--- config.mk ---
export PLATFORM = sky130hd
export DESIGN_NAME = gpio_top
export DESIGN_NICKNAME = d
export VERILOG_FILES = /design/src/apb_pkg.sv /design/src/gpio_pkg.sv /design/src/gpio_apb_regs.sv /design/src/gpio_in_capture.sv /design/src/gpio_irq_ctrl.sv /design/src/gpio_top.sv
export SDC_FILE = /design/constraint.sdc
export NUM_CORES = 1
export LEC_CHECK = 0
export BUFFER_PORTS_ARGS = -buffer_cell sky130_fd_sc_hd__buf_2
export CAP_MARGIN = 0
export CORE_ASPECT_RATIO = 1.4
export CORE_MARGIN = 5
export CORE_UTILIZATION = 35
export DETAILED_ROUTE_END_ITERATION = 8
export GPL_ROUTABILITY_DRIVEN = 0
export GPL_TIMING_DRIVEN = 0
export HOLD_SLACK_MARGIN = 0.05
export PLACE_DENSITY_LB_ADDON = 0.3
export SETUP_SLACK_MARGIN = 0.4
export SYNTH_ARGS = -nofsm -noshare
export SYNTH_HDL_FRONTEND = slang
export SYNTH_SLANG_ARGS = --single-unit
--- constraint.sdc ---
create_clock -name clk_apb -period 4.6 [get_ports clk_apb]
set_input_delay 0.46 -clock clk_apb [delete_from_list [all_inputs] [get_ports clk_apb]]
set_output_delay 0.46 -clock clk_apb [all_outputs]
set_load 0.02 [all_outputs]
--- src/apb_pkg.sv ---
package apb_pkg;

   // Bus side of the slave port

   // Address bus width
   // Covers a 4 KB peripheral window
   localparam int apb_addr_w = 12;

   // Data bus width
   localparam int apb_data_w = 32;

   // Lowest address bit that picks a register word
   // Bits below it hold the byte offset
   // Always zero on word access
   localparam int apb_word_lsb = 2;

   // Bytes per bus word
   localparam int apb_word_bytes = apb_data_w / 8;

endpackage

--- src/gpio_pkg.sv ---
package gpio_pkg;

   // Pin count of the block
   localparam int gpio_n = 32;

   // Width of the register word index
   // Covers address bits 4 to 2
   localparam int reg_idx_w = 3;

   // Register word indices
   // DATA_OUT is read and write
   localparam logic [reg_idx_w-1:0] reg_data_out   = 3'd0;
   // DATA_IN holds the synchronized pads and is read only
   localparam logic [reg_idx_w-1:0] reg_data_in    = 3'd1;
   // Rising edge interrupt enables
   localparam logic [reg_idx_w-1:0] reg_rise_en    = 3'd2;
   // Falling edge interrupt enables
   localparam logic [reg_idx_w-1:0] reg_fall_en    = 3'd3;
   // Sticky edge status with write one to clear
   localparam logic [reg_idx_w-1:0] reg_irq_status = 3'd4;
   // Indices 5 to 7 are holes that read zero and drop writes

   // Reset values
   // All pads driven low out of reset
   localparam logic [gpio_n-1:0] data_out_rst = '0;
   // No edge enabled out of reset
   localparam logic [gpio_n-1:0] rise_en_rst  = '0;
   localparam logic [gpio_n-1:0] fall_en_rst  = '0;

endpackage

--- src/gpio_apb_regs.sv ---
`timescale 1ns/1ps

module gpio_apb_regs import apb_pkg::*, gpio_pkg::*; (
   input  logic                  clk_apb,
   input  logic                  rst_apb_n,
   // APB slave port
   input  logic                  psel,
   input  logic                  penable,
   input  logic                  pwrite,
   input  logic [apb_addr_w-1:0] paddr,
   input  logic [apb_data_w-1:0] pwdata,
   output logic [apb_data_w-1:0] prdata,
   output logic                  pready,
   output logic                  pslverr,
   // Read back from the pad pipeline
   input  logic [gpio_n-1:0]     sync_in,
   input  logic [gpio_n-1:0]     status,
   // Configuration out
   output logic [gpio_n-1:0]     pad_out,
   output logic [gpio_n-1:0]     rise_en,
   output logic [gpio_n-1:0]     fall_en,
   // One-cycle clear pulses for the status bits
   output logic [gpio_n-1:0]     status_clr
);

   // Word index from the address
   logic [reg_idx_w-1:0]  word_idx;
   // Transfer phase decode
   logic                  rd_en;
   logic                  wr_en;
   // Configuration registers
   logic [gpio_n-1:0]     data_out_q;
   logic [gpio_n-1:0]     rise_en_q;
   logic [gpio_n-1:0]     fall_en_q;
   // Selected read word before gating
   logic [apb_data_w-1:0] rd_mux;

   assign word_idx = paddr[apb_word_lsb +: reg_idx_w];

   // Read is valid over both phases of the transfer
   assign rd_en = psel & ~pwrite;
   // Write lands in the setup phase only
   assign wr_en = psel & ~penable & pwrite;

   // Configuration write
   // Read-only and unmapped words fall through to default
   always_ff @(posedge clk_apb or negedge rst_apb_n) begin
      if (rst_apb_n == 1'b0) begin
         data_out_q <= data_out_rst;
         rise_en_q  <= rise_en_rst;
         fall_en_q  <= fall_en_rst;
      end else if (wr_en) begin
         case (word_idx)
            reg_data_out: begin
               data_out_q <= pwdata[gpio_n-1:0];
            end
            reg_rise_en: begin
               rise_en_q <= pwdata[gpio_n-1:0];
            end
            reg_fall_en: begin
               fall_en_q <= pwdata[gpio_n-1:0];
            end
            default: begin
            end
         endcase
      end
   end

   // Clear pulse for IRQ_STATUS
   // Only one setup cycle per write, so the vector is a single pulse
   always_comb begin
      status_clr = '0;
      if (wr_en && (word_idx == reg_irq_status)) begin
         status_clr = pwdata[gpio_n-1:0];
      end
   end

   // Read mux
   always_comb begin
      case (word_idx)
         reg_data_out: begin
            rd_mux = apb_data_w'(data_out_q);
         end
         reg_data_in: begin
            rd_mux = apb_data_w'(sync_in);
         end
         reg_rise_en: begin
            rd_mux = apb_data_w'(rise_en_q);
         end
         reg_fall_en: begin
            rd_mux = apb_data_w'(fall_en_q);
         end
         reg_irq_status: begin
            rd_mux = apb_data_w'(status);
         end
         // Holes read as zero
         default: begin
            rd_mux = '0;
         end
      endcase
   end

   // Bus is quiet outside a read
   assign prdata = rd_en ? rd_mux : '0;

   // No wait states, no error response
   assign pready  = 1'b1;
   assign pslverr = 1'b0;

   // Configuration to the pads and the irq stage
   assign pad_out = data_out_q;
   assign rise_en = rise_en_q;
   assign fall_en = fall_en_q;

endmodule

--- src/gpio_in_capture.sv ---
`timescale 1ns/1ps

module gpio_in_capture import gpio_pkg::*; (
   input  logic              clk_apb,
   input  logic              rst_apb_n,
   // Raw asynchronous pad levels
   input  logic [gpio_n-1:0] pad_in,
   // Second synchronizer stage
   output logic [gpio_n-1:0] sync_in,
   // One-cycle edge pulses
   output logic [gpio_n-1:0] rise_evt,
   output logic [gpio_n-1:0] fall_evt
);

   // First stage may go metastable
   logic [gpio_n-1:0] meta_q;
   // Second stage is safe in the clock domain
   logic [gpio_n-1:0] sync_q;
   // Sync value one cycle back
   logic [gpio_n-1:0] prev_q;

   // Two-flop synchronizer
   // Each pin is sampled on its own
   // No bus coherency across pins
   always_ff @(posedge clk_apb or negedge rst_apb_n) begin
      if (rst_apb_n == 1'b0) begin
         meta_q <= '0;
         sync_q <= '0;
      end else begin
         meta_q <= pad_in;
         sync_q <= meta_q;
      end
   end

   // Previous sample register
   // A pad held high through reset gives one rise afterwards
   always_ff @(posedge clk_apb or negedge rst_apb_n) begin
      if (rst_apb_n == 1'b0) begin
         prev_q <= '0;
      end else begin
         prev_q <= sync_q;
      end
   end

   // Edge compare between two flop outputs
   // High for one cycle right after sync_in changed
   // Both sides come from flops so the pulse is glitch free
   always_comb begin
      // Low to high on the synchronized input
      rise_evt = sync_q & ~prev_q;
      // High to low
      fall_evt = ~sync_q & prev_q;
   end

   // Synchronized level for DATA_IN reads
   assign sync_in = sync_q;

endmodule

--- src/gpio_irq_ctrl.sv ---
`timescale 1ns/1ps

module gpio_irq_ctrl import gpio_pkg::*; (
   input  logic              clk_apb,
   input  logic              rst_apb_n,
   // Edge pulses from the capture stage
   input  logic [gpio_n-1:0] rise_evt,
   input  logic [gpio_n-1:0] fall_evt,
   // Per-pin enables from the register block
   input  logic [gpio_n-1:0] rise_en,
   input  logic [gpio_n-1:0] fall_en,
   // Write-one-to-clear pulse vector
   input  logic [gpio_n-1:0] status_clr,
   // Sticky status back to the register block
   output logic [gpio_n-1:0] status,
   // Level interrupt to the outside
   output logic              irq
);

   logic [gpio_n-1:0] status_q;
   logic [gpio_n-1:0] status_nxt;
   logic [gpio_n-1:0] evt_hit;
   logic              irq_q;

   // Enabled events this cycle
   // Rise and fall share one status bit per pin
   assign evt_hit = (rise_evt & rise_en) | (fall_evt & fall_en);

   // Next status
   // Clear first, then set, so a new event beats the clear
   assign status_nxt = (status_q & ~status_clr) | evt_hit;

   // Status flops and interrupt line
   // irq comes from the next value so it moves with status
   always_ff @(posedge clk_apb or negedge rst_apb_n) begin
      if (rst_apb_n == 1'b0) begin
         status_q <= '0;
         irq_q    <= 1'b0;
      end else begin
         status_q <= status_nxt;
         // Any pending bit keeps the line up
         irq_q    <= |status_nxt;
      end
   end

   // Outputs straight from flops
   assign status = status_q;
   assign irq    = irq_q;

endmodule

--- src/gpio_top.sv ---
`timescale 1ns/1ps

module gpio_top import apb_pkg::*, gpio_pkg::*; (
   input  logic                  clk_apb,
   input  logic                  rst_apb_n,
   // APB slave port
   input  logic                  psel,
   input  logic                  penable,
   input  logic                  pwrite,
   input  logic [apb_addr_w-1:0] paddr,
   input  logic [apb_data_w-1:0] pwdata,
   output logic [apb_data_w-1:0] prdata,
   output logic                  pready,
   output logic                  pslverr,
   // Pads
   input  logic [gpio_n-1:0]     pad_in,
   output logic [gpio_n-1:0]     pad_out,
   // Level interrupt
   output logic                  irq
);

   // Capture stage to register block and irq stage
   logic [gpio_n-1:0] sync_in;
   logic [gpio_n-1:0] rise_evt;
   logic [gpio_n-1:0] fall_evt;
   // Register block to irq stage
   logic [gpio_n-1:0] rise_en;
   logic [gpio_n-1:0] fall_en;
   logic [gpio_n-1:0] status_clr;
   // irq stage back to the register block
   logic [gpio_n-1:0] status;

   // Register block
   gpio_apb_regs u_regs (
      .clk_apb    (clk_apb),
      .rst_apb_n  (rst_apb_n),
      .psel       (psel),
      .penable    (penable),
      .pwrite     (pwrite),
      .paddr      (paddr),
      .pwdata     (pwdata),
      .prdata     (prdata),
      .pready     (pready),
      .pslverr    (pslverr),
      .sync_in    (sync_in),
      .status     (status),
      .pad_out    (pad_out),
      .rise_en    (rise_en),
      .fall_en    (fall_en),
      .status_clr (status_clr)
   );

   // Pad stage 1 with sync and edge detect
   gpio_in_capture u_capture (
      .clk_apb   (clk_apb),
      .rst_apb_n (rst_apb_n),
      .pad_in    (pad_in),
      .sync_in   (sync_in),
      .rise_evt  (rise_evt),
      .fall_evt  (fall_evt)
   );

   // Pad stage 2 with status and interrupt
   gpio_irq_ctrl u_irq (
      .clk_apb    (clk_apb),
      .rst_apb_n  (rst_apb_n),
      .rise_evt   (rise_evt),
      .fall_evt   (fall_evt),
      .rise_en    (rise_en),
      .fall_en    (fall_en),
      .status_clr (status_clr),
      .status     (status),
      .irq        (irq)
   );

endmodule

==> impl_results.md <==
- Run status: completed
- Clock Tree Root: clkbuf_16
- Initial Utilization: 35.6%
- Via count: 6690
- Fin util: 44.0%
- Final-report max-slew violation count: 0
- Pin count of the biggest net entering global routing: 85
- CTS buffer count: 24
- Period utilization: 66.9%
- H-tree levels: 1
- Iter 0 DRT Violations: 352
- Static Leak: 0.00512 uW
- Slew HR: 45.7%
- Worst hold path class: in -> reg
- Initial DRT Pass Iterations: 4
- Tot Pwr: 4990 uW
- Area leader, netlist: dfrtp_1
- Seq/Total Area, Yosys: 60.3%
- First-pass GRT wire length: 39800 um
- RSZ-0062 raised after global routing: no
- Ranking of synthesized cells by area: dfrtp_1 (60%), mux2_2 (15%), a22oi_1 (5.0%), a21o_1 (2.4%), o22ai_1 (2.3%)
- Clock slew at reported path FFs: 0.06 ns
- DIE AREA: 0.0301 mm^2
- Rows: 70
- HPWL after DPL: 17700 um
- CTS tree: done
- Top-area cell type share of the netlist area: 60.3%
- Syn Nets: 810
- Worst vdd ir: 0.000264 V
- Via-to-Cell Ratio: 5.29
- Drt wl/cell: 20.2 um
- Final setup margin: 1.52 ns
- Least-Margin Pin Slew: 0.814 ns
- Synth cell types: 37
- Fill count: 2497
- Fmax: 0.325 GHz
- Core outline area: 0.0263 mm^2
- Syn Inst Count: 729
- Commonest non-fill, non-tap cell in the layout: dfrtp_1
- Share of post-route cells with drive strength above 1: 33.0%
- Final setup vio count: 0
- Nets: 1004
- Die H: 203 um
- Worst skew pair latency: 0.52 ns
- Power per Cell Area: 431 mW/mm^2
- Final WL: 25600 um
- Worst Path Arrival: 2.62 ns
- Routed Antenna Nets: 0
- GR Util met1: 21.0%
- Synthesized area: 0.00934 mm^2
- Met3 Use GR: 3.38%
- Fin crit period: 3.08 ns
- Vias in the first global route: 7133
- Residual DRC count: 0
- Grt met2 use: 29.2%
- Port bufs: 135
- Overflow after GRT: 0
- Die width: 148 um
- All-Layer GR Usage: 16.7%
- Clock Tree Buf Depth: 3
- Post-route clock skew: 0.0120 ns
- Worst path required time: 4.14 ns
- Worst hold start: pad_in[26]
- Avg Cell Area, Syn: 12.8 um^2
- Sinks on Clock Net: 225
- Yosys Warn Count: 0
- I/O Pins: 148
- Initial antenna violation count: 2
- Worst setup startpoint: paddr[2]
- Max Cap Viol: 0
- Area grow syn2layout: 23.7%
- Commonest non-fill, non-tap cells in the layout: dfrtp_1 (225), buf_2 (140), mux2_2 (127)
- Seq cells post-synth: 225
- Critical path fanouts, max: 10
- RR Startpoint: u_capture.sync_in[30]$_DFF_PN0_
- CP Capture Type: primary output
- Most used routing layer: met2
- WS Path Type: in -> out
- Setup WS pre-CTS: 1.54 ns
- Startpoint types: primary input
- Hold Fails Final Rpt: 0
layer usage:
layer / vias up / part of all wire, %
li1: 3062 / -
met4: 2 / 2.3
met2: 211 / 50
met3: 40 / 6.4
met1: 3375 / 41
met5: - / 0.051
registers in the layout, indices dropped and copies added, names as in the netlist:
register and cells:
u_irq.irq 1, u_irq.status 32, u_capture.sync_in 32, u_regs.rise_en 32, u_regs.pad_out 32, u_capture.meta_q 32, u_regs.fall_en 32, u_capture.prev_q 32
critical path: stages:
cell and delay (ns):
buf_2 0.11, clkbuf_1 0.37, buf_1 0.62, mux2_2 0.41, a22oi_1 0.17, o22ai_1 0.10
and2_1 0.22, buf_2 0.16
cell type report:
type	instances	area, um^2	area share (%)
Antenna cell	1	2.50	0.0217
Buffer	44	188	1.62
Clock buffer	35	693	6.00
Clock inverter	7	62.6	0.541
Inverter	8	30.0	0.260
Multi-Input combinational cell	452	3490	30.2
Sequential cell	225	5630	48.7
Tap cell	324	405	3.51
Timing Repair Buffer	168	1050	9.09
logic make-up after synthesis:
group / Yosys count / share of synthesized area, %
and+or+nand+nor: 148 / 9.11
muxes: 128 / 15.6
DFF: 225 / 60.3
buffers and inverters: 52 / 2.33
AOI/OAI and AO/OA: 174 / 12.7
other: 2 / 0.0804
power by group:
group / internal, uW / leakage [uW] / total [uW] / switching [uW]
combinational: 360 / 0.00211 / 734 / 374
clock: 1100 / 0.000372 / 1870 / 769
sequential: 2210 / 0.00264 / 2390 / 171
cell usage after synthesis (all sizes together):
cell type	number
inv	8
nor4	6
a211o	1
nor3	1
nand3	3
nand3b	29
a21oi	7
or3	2
nand4	9
and2	31
nand4b	1
mux4	1
nor2	2
o21ai	24
a31oi	4
o211ai	9
buf	22
a21boi	1
mux2	127
nor2b	3
and3b	2
a22o	1
nand2b	10
conb	2
or4	1
nor4b	1
nand2	46
o22ai	35
a21o	30
a22oi	62
clkbuf	22
and3	1
dfrtp	225
metrics by stage:
stage                     area [um^2]  hold WS [ns]  TNS, ns  instances
after detailed placement        10500         0.335        0       1190
final                           11600        0.0634        0       1264
after global routing            11600        0.0582        0       1263
after CTS                       11500        0.0501        0       1262
after global placement          10400         0.332  -219.47       1188
after floorplan                  9340         0.164        0        729
final timing paths:
path / endpoint / slack (ns) / cells past startpoint
max: prdata[10] / 1.52 / 8
min: u_capture.meta_q[26]$_DFF_PN0_ / 0.06 / 1
max reg2reg: u_irq.irq$_DFF_PN0_ / 2.47 / 6
min reg2reg: u_capture.sync_in[13]$_DFF_PN0_ / 0.34 / 0
max in group asynchronous: u_regs.pad_out[8]$_DFFE_PN0P_ / 3.32 / 3
min in group asynchronous: u_capture.meta_q[25]$_DFF_PN0_ / 0.49 / 2
timing repair:
action	CTS	global route
hold buffers	30	1
gates resized for setup	0	0
buffers inserted	0	0
endpoints found under the hold margin	93	1
Note: power is estimated with default switching activity, not from simulation.
